==> src/gtiaPkg.sv <==
// ********************
// Shared GTIA constants: register map, AN and mode codes,
// pixel kinds and the hue base color table
// ********************
package gtiaPkg;

  // Color and priority registers, write side
  localparam logic [4:0] colpf0Addr = 5'h16;
  localparam logic [4:0] colpf1Addr = 5'h17;
  localparam logic [4:0] colpf2Addr = 5'h18;
  localparam logic [4:0] colpf3Addr = 5'h19;
  localparam logic [4:0] colbkAddr  = 5'h1A;
  localparam logic [4:0] priorAddr  = 5'h1B;

  // Trigger inputs, read side
  localparam logic [4:0] trig0Addr  = 5'h10;
  localparam logic [4:0] trig1Addr  = 5'h11;
  localparam logic [4:0] trig2Addr  = 5'h12;
  localparam logic [4:0] trig3Addr  = 5'h13;

  // Console switches on read, speaker on write
  localparam logic [4:0] consolAddr = 5'h1F;

  // AN codes in normal priority mode
  localparam logic [2:0] anBackground = 3'd0;
  localparam logic [2:0] anVSync      = 3'd1;
  localparam logic [2:0] anHBlankC40  = 3'd2;
  localparam logic [2:0] anHBlankS40  = 3'd3;
  localparam logic [2:0] anPlayfield0 = 3'd4;
  localparam logic [2:0] anPlayfield1 = 3'd5;
  localparam logic [2:0] anPlayfield2 = 3'd6;
  localparam logic [2:0] anPlayfield3 = 3'd7;

  // PRIOR[7:6]; anything but normal is a special mode
  localparam logic [1:0] modeNormal = 2'd0;

  typedef enum logic [1:0] {
    kindNone   = 2'd0,
    kindPixel  = 2'd1,
    kindHBlank = 2'd2,
    kindVSync  = 2'd3
  } pixelKind;

  // Full-luminance RGB per hue, hue 0 is the gray ramp
  localparam logic [23:0] hueBase [16] = '{
    24'hFFFFFF, 24'hF0D040, 24'hF0A040, 24'hF08060,
    24'hF07080, 24'hE060C0, 24'hB060F0, 24'h8070F0,
    24'h6080F0, 24'h50A0F0, 24'h40C0E0, 24'h40E0C0,
    24'h50F080, 24'h80F050, 24'hC0E040, 24'hF0C040
  };

endpackage

==> src/gtiaRegisters.sv <==
// ********************
// Wishbone classic slave with color, background and PRIOR
// registers, plus trigger and console reads
// ********************
module gtiaRegisters (
  input  logic       Fphi0,
  input  logic       rst,
  input  logic       wbCyc,
  input  logic       wbStb,
  input  logic       wbWe,
  input  logic [4:0] wbAdr,
  input  logic [7:0] wbDatW,
  output logic [7:0] wbDatR,
  output logic       wbAck,
  input  logic [3:0] trigger,
  input  logic [3:0] consol,
  output logic [7:0] colpf0,
  output logic [7:0] colpf1,
  output logic [7:0] colpf2,
  output logic [7:0] colpf3,
  output logic [7:0] colbk,
  output logic [7:0] prior
);

  logic       access;
  logic [7:0] readData;

  // New cycle seen, ack not yet given
  assign access = wbCyc && wbStb && !wbAck;

  // Read mux; unmapped addresses return zero
  always_comb begin
    readData = 8'h00;
    case (wbAdr)
      gtiaPkg::trig0Addr:  readData = {7'd0, trigger[0]};
      gtiaPkg::trig1Addr:  readData = {7'd0, trigger[1]};
      gtiaPkg::trig2Addr:  readData = {7'd0, trigger[2]};
      gtiaPkg::trig3Addr:  readData = {7'd0, trigger[3]};
      gtiaPkg::consolAddr: readData = {4'd0, consol};
      gtiaPkg::colpf0Addr: readData = colpf0;
      gtiaPkg::colpf1Addr: readData = colpf1;
      gtiaPkg::colpf2Addr: readData = colpf2;
      gtiaPkg::colpf3Addr: readData = colpf3;
      gtiaPkg::colbkAddr:  readData = colbk;
      gtiaPkg::priorAddr:  readData = prior;
      default:             readData = 8'h00;
    endcase
  end

  // Single-cycle ack, read data captured with it
  always_ff @(posedge Fphi0 or negedge rst) begin
    if (!rst) begin
      wbAck  <= 1'b0;
      wbDatR <= 8'h00;
    end else begin
      wbAck <= access;
      if (access && !wbWe) begin
        wbDatR <= readData;
      end
    end
  end

  // Register writes land on the ack edge
  always_ff @(posedge Fphi0 or negedge rst) begin
    if (!rst) begin
      colpf0 <= 8'h00;
      colpf1 <= 8'h00;
      colpf2 <= 8'h00;
      colpf3 <= 8'h00;
      colbk  <= 8'h00;
      prior  <= 8'h00;
    end else if (access && wbWe) begin
      case (wbAdr)
        gtiaPkg::colpf0Addr: colpf0 <= wbDatW;
        gtiaPkg::colpf1Addr: colpf1 <= wbDatW;
        gtiaPkg::colpf2Addr: colpf2 <= wbDatW;
        gtiaPkg::colpf3Addr: colpf3 <= wbDatW;
        gtiaPkg::colbkAddr:  colbk  <= wbDatW;
        gtiaPkg::priorAddr:  prior  <= wbDatW;
        // Speaker bit and everything else is dropped
        default: ;
      endcase
    end
  end

endmodule

==> src/anDecoder.sv <==
// ********************
// AN code decoder, stage 1 of the pixel path
// ********************
module anDecoder (
  input  logic             Fphi0,
  input  logic             rst,
  input  logic [2:0]       an,
  input  logic             anValid,
  input  logic [7:0]       colpf0,
  input  logic [7:0]       colpf1,
  input  logic [7:0]       colpf2,
  input  logic [7:0]       colpf3,
  input  logic [7:0]       colbk,
  input  logic [7:0]       prior,
  output logic [7:0]       colorData,
  output gtiaPkg::pixelKind kind
);

  logic [1:0] mode;
  logic       accept;

  assign mode = prior[7:6];

  // Special GTIA modes are not rendered
  assign accept = anValid && (mode == gtiaPkg::modeNormal);

  always_ff @(posedge Fphi0 or negedge rst) begin
    if (!rst) begin
      kind      <= gtiaPkg::kindNone;
      colorData <= 8'h00;
    end else if (!accept) begin
      kind <= gtiaPkg::kindNone;
    end else begin
      case (an)
        gtiaPkg::anBackground: begin
          colorData <= colbk;
          kind      <= gtiaPkg::kindPixel;
        end
        gtiaPkg::anPlayfield0: begin
          colorData <= colpf0;
          kind      <= gtiaPkg::kindPixel;
        end
        gtiaPkg::anPlayfield1: begin
          colorData <= colpf1;
          kind      <= gtiaPkg::kindPixel;
        end
        gtiaPkg::anPlayfield2: begin
          colorData <= colpf2;
          kind      <= gtiaPkg::kindPixel;
        end
        gtiaPkg::anPlayfield3: begin
          colorData <= colpf3;
          kind      <= gtiaPkg::kindPixel;
        end
        // Blank codes leave colorData alone
        gtiaPkg::anHBlankC40,
        gtiaPkg::anHBlankS40: begin
          kind <= gtiaPkg::kindHBlank;
        end
        gtiaPkg::anVSync: begin
          kind <= gtiaPkg::kindVSync;
        end
        default: begin
          kind <= gtiaPkg::kindNone;
        end
      endcase
    end
  end

endmodule

==> src/colorTable.sv <==
// ********************
// Hue/luminance to RGB conversion, stage 2
// ********************
module colorTable (
  input  logic        Fphi0,
  input  logic        rst,
  input  logic [7:0]  colorData,
  output logic [23:0] rgb
);

  logic [3:0]  hue;
  logic [2:0]  lum;
  logic [23:0] baseRgb;
  logic [23:0] scaledRgb;

  // One channel: base * (lum + 1) / 8, truncated
  function automatic logic [7:0] scaleChannel(
    input logic [7:0] base,
    input logic [2:0] level
  );
    logic [11:0] product;
    begin
      product = {4'd0, base} * ({9'd0, level} + 12'd1);
      // At most 255 * 8, so bits 10:3 hold the result
      scaleChannel = product[10:3];
    end
  endfunction

  // Bit 0 of the color byte has no effect
  assign hue = colorData[7:4];
  assign lum = colorData[3:1];

  assign baseRgb = gtiaPkg::hueBase[hue];

  always_comb begin
    scaledRgb[23:16] = scaleChannel(baseRgb[23:16], lum);
    scaledRgb[15:8]  = scaleChannel(baseRgb[15:8], lum);
    scaledRgb[7:0]   = scaleChannel(baseRgb[7:0], lum);
  end

  always_ff @(posedge Fphi0 or negedge rst) begin
    if (!rst) begin
      rgb <= 24'h000000;
    end else begin
      rgb <= scaledRgb;
    end
  end

endmodule

==> src/rasterCounter.sv <==
// ********************
// Raster position and display buffer write stage
// ********************
module rasterCounter #(
  parameter int screenWidth  = 320,
  parameter int screenHeight = 192,
  parameter int addrWidth    = 16
) (
  input  logic                 Fphi0,
  input  logic                 rst,
  input  gtiaPkg::pixelKind    kind,
  input  logic [23:0]          rgb,
  output logic [31:0]          dBufData,
  output logic [addrWidth-1:0] dBufAddr,
  output logic                 dBufWriteEn
);

  localparam int xWidth = $clog2(screenWidth);
  localparam int yWidth = $clog2(screenHeight);

  localparam logic [xWidth-1:0]    lastCol  = xWidth'(screenWidth - 1);
  localparam logic [yWidth-1:0]    lastRow  = yWidth'(screenHeight - 1);
  localparam logic [addrWidth-1:0] rowPitch = addrWidth'(screenWidth);

  gtiaPkg::pixelKind kindQ;
  logic [xWidth-1:0] xPos;
  logic [yWidth-1:0] yPos;
  logic [yWidth-1:0] yNext;

  // Kind delayed to sit alongside the colorTable output
  always_ff @(posedge Fphi0 or negedge rst) begin
    if (!rst) begin
      kindQ <= gtiaPkg::kindNone;
    end else begin
      kindQ <= kind;
    end
  end

  assign yNext = (yPos == lastRow) ? '0 : yPos + 1'b1;

  always_ff @(posedge Fphi0 or negedge rst) begin
    if (!rst) begin
      xPos <= '0;
      yPos <= '0;
    end else begin
      case (kindQ)
        gtiaPkg::kindPixel: begin
          if (xPos == lastCol) begin
            xPos <= '0;
            yPos <= yNext;
          end else begin
            xPos <= xPos + 1'b1;
          end
        end
        // No new row when already at the left edge
        gtiaPkg::kindHBlank: begin
          if (xPos != '0) begin
            xPos <= '0;
            yPos <= yNext;
          end
        end
        gtiaPkg::kindVSync: begin
          xPos <= '0;
          yPos <= '0;
        end
        default: ;
      endcase
    end
  end

  assign dBufWriteEn = (kindQ == gtiaPkg::kindPixel);
  assign dBufData    = {8'h00, rgb};
  assign dBufAddr    = addrWidth'(yPos) * rowPitch + addrWidth'(xPos);

endmodule

==> src/gtiaTop.sv <==
// ********************
// GTIA color path top level
// ********************
module gtiaTop #(
  parameter int screenWidth  = 320,
  parameter int screenHeight = 192,
  parameter int addrWidth    = 16
) (
  input  logic                 Fphi0,
  input  logic                 rst,
  input  logic                 wbCyc,
  input  logic                 wbStb,
  input  logic                 wbWe,
  input  logic [4:0]           wbAdr,
  input  logic [7:0]           wbDatW,
  output logic [7:0]           wbDatR,
  output logic                 wbAck,
  input  logic [2:0]           an,
  input  logic                 anValid,
  input  logic [3:0]           trigger,
  input  logic [3:0]           consol,
  output logic [31:0]          dBufData,
  output logic [addrWidth-1:0] dBufAddr,
  output logic                 dBufWriteEn
);

  logic [7:0]        colpf0;
  logic [7:0]        colpf1;
  logic [7:0]        colpf2;
  logic [7:0]        colpf3;
  logic [7:0]        colbk;
  logic [7:0]        prior;
  logic [7:0]        colorData;
  logic [23:0]       rgb;
  gtiaPkg::pixelKind kind;

  // Processor side
  gtiaRegisters regFile (
    .Fphi0(Fphi0), .rst(rst),
    .wbCyc(wbCyc), .wbStb(wbStb), .wbWe(wbWe), .wbAdr(wbAdr),
    .wbDatW(wbDatW), .wbDatR(wbDatR), .wbAck(wbAck),
    .trigger(trigger), .consol(consol),
    .colpf0(colpf0), .colpf1(colpf1), .colpf2(colpf2), .colpf3(colpf3),
    .colbk(colbk), .prior(prior)
  );

  // Stage 1
  anDecoder decoder (
    .Fphi0(Fphi0), .rst(rst),
    .an(an), .anValid(anValid),
    .colpf0(colpf0), .colpf1(colpf1), .colpf2(colpf2), .colpf3(colpf3),
    .colbk(colbk), .prior(prior),
    .colorData(colorData), .kind(kind)
  );

  // Stage 2
  colorTable colorConv (
    .Fphi0(Fphi0), .rst(rst),
    .colorData(colorData), .rgb(rgb)
  );

  rasterCounter #(
    .screenWidth(screenWidth),
    .screenHeight(screenHeight),
    .addrWidth(addrWidth)
  ) raster (
    .Fphi0(Fphi0), .rst(rst),
    .kind(kind), .rgb(rgb),
    .dBufData(dBufData), .dBufAddr(dBufAddr), .dBufWriteEn(dBufWriteEn)
  );

endmodule

==> config.mk <==
export PLATFORM = sky130hd
export DESIGN_NAME = gtiaTop
export DESIGN_NICKNAME = d
export VERILOG_FILES = /design/src/gtiaPkg.sv /design/src/gtiaRegisters.sv /design/src/anDecoder.sv /design/src/colorTable.sv /design/src/rasterCounter.sv /design/src/gtiaTop.sv
export SDC_FILE = /design/constraint.sdc
export NUM_CORES = 1
export LEC_CHECK = 0
export BUFFER_PORTS_ARGS = -buffer_cell sky130_fd_sc_hd__buf_2
export CAP_MARGIN = 20
export CORE_ASPECT_RATIO = 0.9
export CORE_UTILIZATION = 45
export DETAILED_ROUTE_END_ITERATION = 8
export PLACE_DENSITY = 0.7
export SETUP_SLACK_MARGIN = 0.02
export SKIP_LAST_GASP = 1
export SLEW_MARGIN = 20
export SYNTH_ARGS = -nofsm -noshare
export SYNTH_HDL_FRONTEND = slang
export SYNTH_SLANG_ARGS = --single-unit
==> constraint.sdc <==
create_clock -name Fphi0 -period 5.6 [get_ports Fphi0]
set_input_delay 0 -clock Fphi0 [delete_from_list [all_inputs] [get_ports Fphi0]]
set_output_delay 0 -clock Fphi0 [all_outputs]
set_load 0.02 [all_outputs]
==> results summary, run 1 <==
The via count of the first global-routing pass is 5690. The maximum frequency from static timing analysis came out at 0.212 GHz. The repair_antennas step left the layout with diodes totalling 0.

The number of max-slew violations in the final report is 0. The dominant delay contributor by cell family on the critical path is adder cells. The die footprint came out at 0.0178 mm2. The class of the most critical setup path is reg2reg.

The startpoint identified for the worst hold timing path is an[2]. In this run, post-CTS repair resized a total of 0 instances. In this run the tool buffered the top-level ports with 79 buffer cells. Internal power comes to 1.82 mW. STA puts the critical path data arrival time at 4.96 ns. The post-route fraction of the period consumed by the critical path is 84.2%. The power per cell area came out at 351 mW/mm2. Buffers inserted during clock tree synthesis total 9. The worst hold path terminates at decoder.kind[0]$_DFF_PN0_. The overall power came out at 3.05 mW. The multi-input combinational cells in the finished layout cover a total of 0.00468 mm2. The wire length of the first global-routing pass is 28600 um. The ratio of routed vias to standard cells is 5.51. The number of enable flip-flop cells after synthesis came out at 0. Synthesis produced 772 cells.

The combinational cell fraction of total power is 46.1%. The overall via count from detail_route came out at 5842. The worst setup skew after layout is 0.0145 ns. The number of distinct library cells after synthesis came out at 79. The register share of total power came out at 32.4%. The H-tree was split into 3 levels. The first detailed-routing pass took 5 iterations. The largest stage delay on the critical path is 0.71 ns. Dividing the detail-routed wire length by the instance count gives 15.7 um.

No sink is reached through more buffers than the 2 on the longest clock path. STA classifies the critical path endpoint as a flop. The height of the die came out at 127 um.

The clock slew at the register clock pins of the worst setup and hold paths came out at 0.08 ns. The post-detailed-route count of antenna-violating nets is 0. The maximum number of pins on one net before global-route repair came out at 78. In the layout the commonest cells are sky130_fd_sc_hd__dfrtp_1 (107), sky130_fd_sc_hd__buf_2 (78), sky130_fd_sc_hd__nor2_1 (61). Along the worst hold path, the cell count comes to 3. The core region is 0.0169 mm2. The total routing usage reported by global routing is 20.3%. The worst slack after detailed placement is 0.874 ns. Traced cell by cell, the critical path runs through ha_1 -> xnor2_1 -> nor2_1 -> inv_1 -> fa_1 -> fa_1 -> inv_1 -> fa_1 -> and3b_1 -> a31o_2 -> o41ai_2 -> o21ai_1 -> xnor2_1. Summed over its instances, the top area cell type makes up 34.4% of the synthesized netlist area. The die span in x is 141 um. The area growth from synthesis to final layout came out at 11.7%. The measured slew at the worst slew-check pin is 0.964 ns. The number of hold violations in the final report came to 0. The path class of the tightest hold or removal check is in2reg. After detailed routing, the total wire length is 16700 um.

The number of endpoints failing setup at the final stage came out at 0. The analysis attributes to net switching a power of 1.23 mW. The HPWL reported at the end of detailed placement is 12100 um. Across all setup checks in the final design, the least slack found is 0.885 ns.

The number of buffers and inverters on the critical path is 2. The clock period minus worst slack is 4.71 ns. During I/O placement, the number of pins put on the boundary was 88. After synthesis, the mean cell area works out to 10.1 um2. Yosys attributes the largest share of cell area to sky130_fd_sc_hd__dfrtp_1 (34%), sky130_fd_sc_hd__ha_1 (9.7%), sky130_fd_sc_hd__mux2_1 (6.8%).

TritonCTS built the clock tree. The worst setup path is launched from a flop. The final-layout fill cell count is 1527. The largest total area in the synthesized netlist belongs to sky130_fd_sc_hd__dfrtp_1.

The portion of total power attributed to the clock network is 21.5%. For the worst-skew pair, the clock arrives at the later sink with an insertion delay of 0.37 ns. The headroom to the max-slew limit is 35.7%. The worst register-to-register path ends at colorConv.rgb[7]$_DFF_PN0_. Summed over all failing endpoints, the final setup total negative slack is 0 ns. The area used by sequential logic in the layout came out at 0.00268 mm2. The final weighted congestion in routability-driven placement is 0.838. The detailed router finished its first iteration with 400 violations. The reg-to-reg critical path startpoint is decoder.colorData[1]$_DFFE_PN0P_. The worst-path cell with the longest stage delay is sky130_fd_sc_hd__xnor2_1. The total of warnings raised by yosys came out at 0. Setup repair after global routing left no endpoint under its margin.

Global routing finished with a remaining overflow of 0. The maximum VDD drop came out at 0.000174 V. The cell row count is 45. Among all flip-flop cells after synthesis, the most frequent one is sky130_fd_sc_hd__dfrtp_1.

The flow ran to the end, and the final reports show no timing, DRC or antenna violations. The number of storage elements in the synthesis netlist came out at 107. Counting cells, the worst reg-to-reg path comes to 13.

The tree is rooted in a sky130_fd_sc_hd__clkbuf_16. The remaining routing DRC violations came out at 0. The post-synthesis sequential area ratio came out at 34.4%.

The async set-or-reset flop fraction in the synthesized netlist came out at 100%. The worst-path maximum fanout is 18. The number of nets at the end of the flow came out at 957. The initial core utilization is 46.0%. The most common library cell in the layout ignoring fill and taps is sky130_fd_sc_hd__dfrtp_1.

The fraction of layout instances using a drive strength above 1 came out at 15.9%. After synthesis the cells add up to 0.00777 mm2. In this design, the critical path's most frequently occurring cell is sky130_fd_sc_hd__fa_1. The number of max-capacitance violations reported is 0.

In this run the static leakage power is 4.25 nW. The setup check on the worst reg-to-reg path leaves a slack of 0.89 ns. The total number of clock tree sinks is 107.

The critical path data required time is 5.85 ns. The initial antenna violation count came out at 0. Net switching is 40.3% of the power.
## power groups by stage
stage | registers [mW] | logic [mW] | clock network, mW
after floorplan | 1.06 | 1.03 | 0
after global placement | 1.00 | 1.38 | 0
after detailed placement | 1.00 | 1.40 | 0
after CTS | 0.990 | 1.42 | 0.675
after global routing | 1.01 | 1.58 | 0.703
final | 0.990 | 1.41 | 0.655
## worst max path at each step
| stage | startpoint | endpoint | slack, ns | depth (start not counted) |
|---|---|---|---|---|
| floorplan | decoder.colorData[5]$_DFFE_PN0P_ | colorConv.rgb[23]$_DFF_PN0_ | 1.44 | 14 |
| global placement | decoder.colorData[1]$_DFFE_PN0P_ | colorConv.rgb[7]$_DFF_PN0_ | 1.09 | 12 |
| detailed placement | decoder.colorData[1]$_DFFE_PN0P_ | colorConv.rgb[7]$_DFF_PN0_ | 0.87 | 12 |
| CTS | decoder.colorData[1]$_DFFE_PN0P_ | colorConv.rgb[7]$_DFF_PN0_ | 0.84 | 12 |
| global route | decoder.colorData[1]$_DFFE_PN0P_ | colorConv.rgb[23]$_DFF_PN0_ | 0.45 | 12 |
| finish | decoder.colorData[1]$_DFFE_PN0P_ | colorConv.rgb[7]$_DFF_PN0_ | 0.89 | 13 |
## kinds of logic (layout without fill, tap and decap cells)
group	Yosys count	count (layout)	share of synthesized area, %
AOI/OAI and AO/OA	147	147	12.9
xor gates and xnor gates	46	46	5.18
adders and majority gates	85	85	15.7
buffers and inverters	97	168	5.70
DFF	107	107	34.4
muxes	68	68	10.8
other	1	8	0.0482
and+or+nand+nor	221	221	15.2
## tightest hold or removal path, cell delays in order
cell and delay, ns:
sky130_fd_sc_hd__buf_2 0.20, sky130_fd_sc_hd__inv_1 0.10, sky130_fd_sc_hd__a21oi_1 0.06
## final cells by class
cell class,instances,area share [%]
multi-input combinational,575,53.9
sequential,107,30.8
timing repair buffer,92,6.05
tap,211,3.04
clock buffer,9,2.59
inverter,60,2.59
clock inverter,7,1.02
## what timing repair did
| action | CTS | global route |
|---|---|---|
| hold endpoints to repair | 81 | 0 |
| setup buffers | 0 | 0 |
| hold buffers | 12 | 0 |
## sequential cells by signal (all words and copies together) (netlist names)
| signal | cells |
|---|---|
| regFile.prior | 8 |
| colorConv.rgb | 22 |
| raster.xPos | 9 |
| regFile.colpf2 | 8 |
| regFile.colpf1 | 8 |
| decoder.colorData | 7 |
| regFile.wbAck | 1 |
| raster.yPos | 8 |
| regFile.colpf0 | 8 |
| regFile.colpf3 | 8 |
| decoder.kind | 2 |
| regFile.wbDatR | 8 |
| raster.kindQ | 2 |
| regFile.colbk | 8 |
## metrics by stage
step	std cells	util, %	area, um2	hold slack, ns
floorplan	779	-	7800	-0.296
global placement	1033	48.9	8250	-0.0362
detailed placement	1033	48.9	8250	-0.0340
CTS	1061	51.4	8690	0.0159
global route	1061	51.4	8690	0.0343
finish	1061	51.4	8690	0.0325
## per-layer routing
layer	vias to the layer above	GRT usage [%]	part of all wire, %
met3	21	3.89	4.2
li1	2854	-	-
met4	0	6.14	1.4
met5	-	0	0
met2	121	32.3	46
met1	2846	28.1	48
## cell usage after synthesis, types with 15 or more instances
cell type and n:
sky130_fd_sc_hd__xnor2_1 36, sky130_fd_sc_hd__a21oi_1 25, sky130_fd_sc_hd__dfrtp_1 107, sky130_fd_sc_hd__a22oi_1 21, sky130_fd_sc_hd__mux2_1 47, sky130_fd_sc_hd__nand2b_1 15
sky130_fd_sc_hd__and3_1 16, sky130_fd_sc_hd__buf_4 16, sky130_fd_sc_hd__ha_1 60, sky130_fd_sc_hd__nor2_1 61, sky130_fd_sc_hd__nand2_1 50, sky130_fd_sc_hd__o21ai_0 23
sky130_fd_sc_hd__o21ai_1 25, sky130_fd_sc_hd__inv_1 56, sky130_fd_sc_hd__fa_1 22
Power figures use the tool's default switching activity.
==> run 2: changes to the inputs <==
==> constraint.sdc (replaced) <==
create_clock -name Fphi0 -period 4.8 [get_ports Fphi0]
set_input_delay 0 -clock Fphi0 [delete_from_list [all_inputs] [get_ports Fphi0]]
set_output_delay 0 -clock Fphi0 [all_outputs]
set_load 0.02 [all_outputs]
==> run 2 against run 1 <==
Clock skew is 0.0039 ns lower. Combinational power grew 17%. Worst setup slack lost 0.45 ns. Non-clock buffer count grew 4. First-iteration DRC count down 2.8%. Utilization is 0.21 points higher. Sequential power rose by 16%. Worst hold slack better by 0.014 ns. Wire length fell by 0.62%.
==> results summary, run 2 (synthesized netlist as in run 1, its figures left out) <==
The flow ran to the end, and the final reports show no timing, DRC or antenna violations. The worst-case clock buffer depth came out at 2 (unchanged). The worst-path cell with the longest stage delay is sky130_fd_sc_hd__fa_1. The data arrival time of the critical path came out at 4.60 ns (-0.36 ns). In the layout the commonest cells are sky130_fd_sc_hd__dfrtp_1 (107), sky130_fd_sc_hd__buf_2 (78), sky130_fd_sc_hd__nor2_1 (61).

The first-pass iteration count of the detailed router came out at 5 (unchanged). The startpoint identified for the worst hold timing path is an[2]. The total grt overflow came out at 0 (unchanged).

TritonCTS built the clock tree. The wire length per cell came to 15.5 um (-1.0%). The final cell utilization of the core came out at 51.6% (+0.21 points).

The fraction of layout instances using a drive strength above 1 is 16.3% (+0.39 points). The library cell used most frequently in the layout, excluding fill and tap cells, is sky130_fd_sc_hd__dfrtp_1. The post-detailed-route count of antenna-violating nets came to 0 (unchanged). The cell row count came to 45 (unchanged).

The area growth from synthesis to final layout is 12.2%. The source of the critical timing path is decoder.colorData[5]$_DFFE_PN0P_. The post-route fraction of the period consumed by the critical path is 90.9% (+6.8 points). The die span in x came out at 141 um (unchanged). The worst register-to-register path begins at decoder.colorData[5]$_DFFE_PN0P_. The ratio of routed vias to standard cells was 5.47 (-0.58%).

The area used by sequential logic in the layout is 0.00268 mm2 (unchanged). The initial core utilization is 46.0% (unchanged). The top-level port count is 88 (unchanged). In this design, the critical path's most frequently occurring cell is sky130_fd_sc_hd__fa_1. The die footprint came out at 0.0178 mm2 (unchanged). The power per cell area is 410 mW/mm2 (+17%).

Setup repair after global routing left no endpoint under its margin. The deepest level of the CTS H-tree is 3 (unchanged). The clock period minus worst slack is 4.37 ns (-0.349 ns). The leakage power came out at 4.27 nW (+0.41%). The number of max-slew violations in the final report is 0 (unchanged). The total number of clock tree sinks is 107 (unchanged). The via count of the first global-routing pass came out at 5654 (-0.63%). The number of buffers inserted by post-CTS setup repair is 0 (unchanged).

Walking the worst path, the cells encountered are inv_1 -> ha_1 -> nor3b_2 -> nand2_1 -> fa_1 -> fa_1 -> inv_1 -> fa_1 -> nand2b_1 -> a31o_2 -> o41ai_2 -> o21ai_1 -> xnor2_1. The maximum VDD drop is 0.000201 V (+16%). The worst hold-check path type is in2reg. The final weighted congestion in routability-driven placement is 0.856 (+2.1%).

The initial antenna violation count is 0 (unchanged). The overall via count from detail_route came out at 5830 (-0.21%). The remaining routing DRC violations came out at 0 (unchanged). The root cell of the clock tree is sky130_fd_sc_hd__clkbuf_16.

The number of hold violations in the final report is 0 (unchanged). The number of nets at the end of the flow came out at 961 (+0.42%). The number of endpoints failing setup at the final stage is 0 (unchanged). The flip-flop count of the largest register, all copies and words added came out at 22 (unchanged). The total wire length after detailed routing was 16600 um (-0.62%).

The largest registers in the layout are colorConv.rgb (22), raster.xPos (9). The measured slew at the worst slew-check pin is 0.915 ns (-0.0489 ns). The floorplan core area came to 0.0169 mm2 (unchanged). The critical path in this run is classified as reg2reg.

STA classifies the critical path endpoint as a flop. The total routing usage reported by global routing is 19.9% (-0.37 points). The height of the die came out at 127 um (unchanged).

The initial DRC count is 389 (-2.8%). The final-layout fill cell count came out at 1537 (+0.65%). The maximum number of pins on one net before global-route repair came out at 72 (-7.7%). The count of port buffers added during placement is 79 (unchanged).

The worst-path maximum fanout is 9 (-9). The number of max-capacitance violations reported came to 0 (unchanged). The number of antenna cells inserted came out at 0 (unchanged).

The headroom to the max-slew limit is 39.0% (+3.3 points). The clock slew at the register clock pins of the worst setup and hold paths is 0.08 ns (about the same). The HPWL reported at the end of detailed placement is 12100 um (+0.19%).

The area used by multi-input combinational logic came out at 0.00468 mm2 (unchanged). The largest stage delay on the critical path is 0.55 ns (-0.16 ns). The critical path data required time is 5.04 ns (-0.81 ns). The wire length of the first global-routing pass is 28200 um (-1.4%). The maximum frequency from static timing analysis came out at 0.229 GHz (+8.0%).

The register name with the most flops is colorConv.rgb. The worst-skew pair later-pin latency came to 0.36 ns (about the same). The setup TNS after final layout is 0 ns (unchanged). The worst setup skew after layout is 0.0106 ns (-0.00391 ns). STA classifies the critical path startpoint as a flop. The total clock buffers created by CTS is 9 (unchanged).
run 2: changes by cell type in the layout (fill, tap and decap cells not counted), sizes merged:
cell,previous run,this run
clkinvlp,0,1
clkbuf,9,10
inv,61,59
buf,80,84
run 2: through the flow:
stage	area, um2	hold slack (ns)	setup WS [ns]	total power [mW]	instances
2_1_floorplan	7800	-0.296	0.641	2.44	779
6_report	8720	0.0469	0.434	3.57	1065
3_5_place_dp	8280	0.179	0.451	2.81	1037
3_3_place_gp	8280	0.170	0.602	2.78	1037
4_1_cts	8720	0.0330	0.416	3.60	1065
5_1_grt	8720	0.0384	0.131	3.86	1065
run 2: worst paths after layout:
check | endpoint | slack (ns) | cells after the start
max in group asynchronous | regFile.prior[7]$_DFFE_PN0P_ | 3.44 | 3
min in group asynchronous | colorConv.rgb[18]$_DFF_PN0_ | 0.31 | 2
min reg2reg | raster.kindQ[1]$_DFF_PN0_ | 0.36 | 0
max reg2reg | colorConv.rgb[7]$_DFF_PN0_ | 0.43 | 13
min | decoder.kind[0]$_DFF_PN0_ | 0.05 | 3
max | colorConv.rgb[7]$_DFF_PN0_ | 0.43 | 13
run 2: repair_timing:
action                                 4_1_cts  5_1_grt
hold buffers                                12        0
endpoints found under the hold margin      121        0
gates resized for setup                      0        0
setup endpoints to repair                    0        0
run 2: cell type report:
class | count | area share, %
repair buffers | 96 | 6.37
flip-flops and latches | 107 | 30.7
clock inverters | 6 | 0.932
multi-input cells | 575 | 53.7
clock buffers | 10 | 2.74
inverters | 60 | 2.58
well taps | 211 | 3.03
run 2: where the power goes:
group	switching [mW]	internal, mW
Clock	0.379	0.386
Combinational	0.952	0.702
Sequential	0.103	1.05
Total	1.43	2.14
run 2: critical path, delay by kind of cell, from the launching register on:
kind / cells / cell delay, ns
fa+ha+maj: 4 / 1.91
compound gates: 3 / 0.76
simple gates: 3 / 0.72
flops: 1 / 0.48
buf+inv: 2 / 0.24
xor+xnor: 1 / 0.14
run 2: layer usage:
metal	share of wire (%)	global-route usage, %	up-vias
li1	-	-	2860
met1	49	27.9	2821
met2	45	31.6	130
met3	4.8	3.66	19
met4	1.3	5.43	0
met5	0	0	-
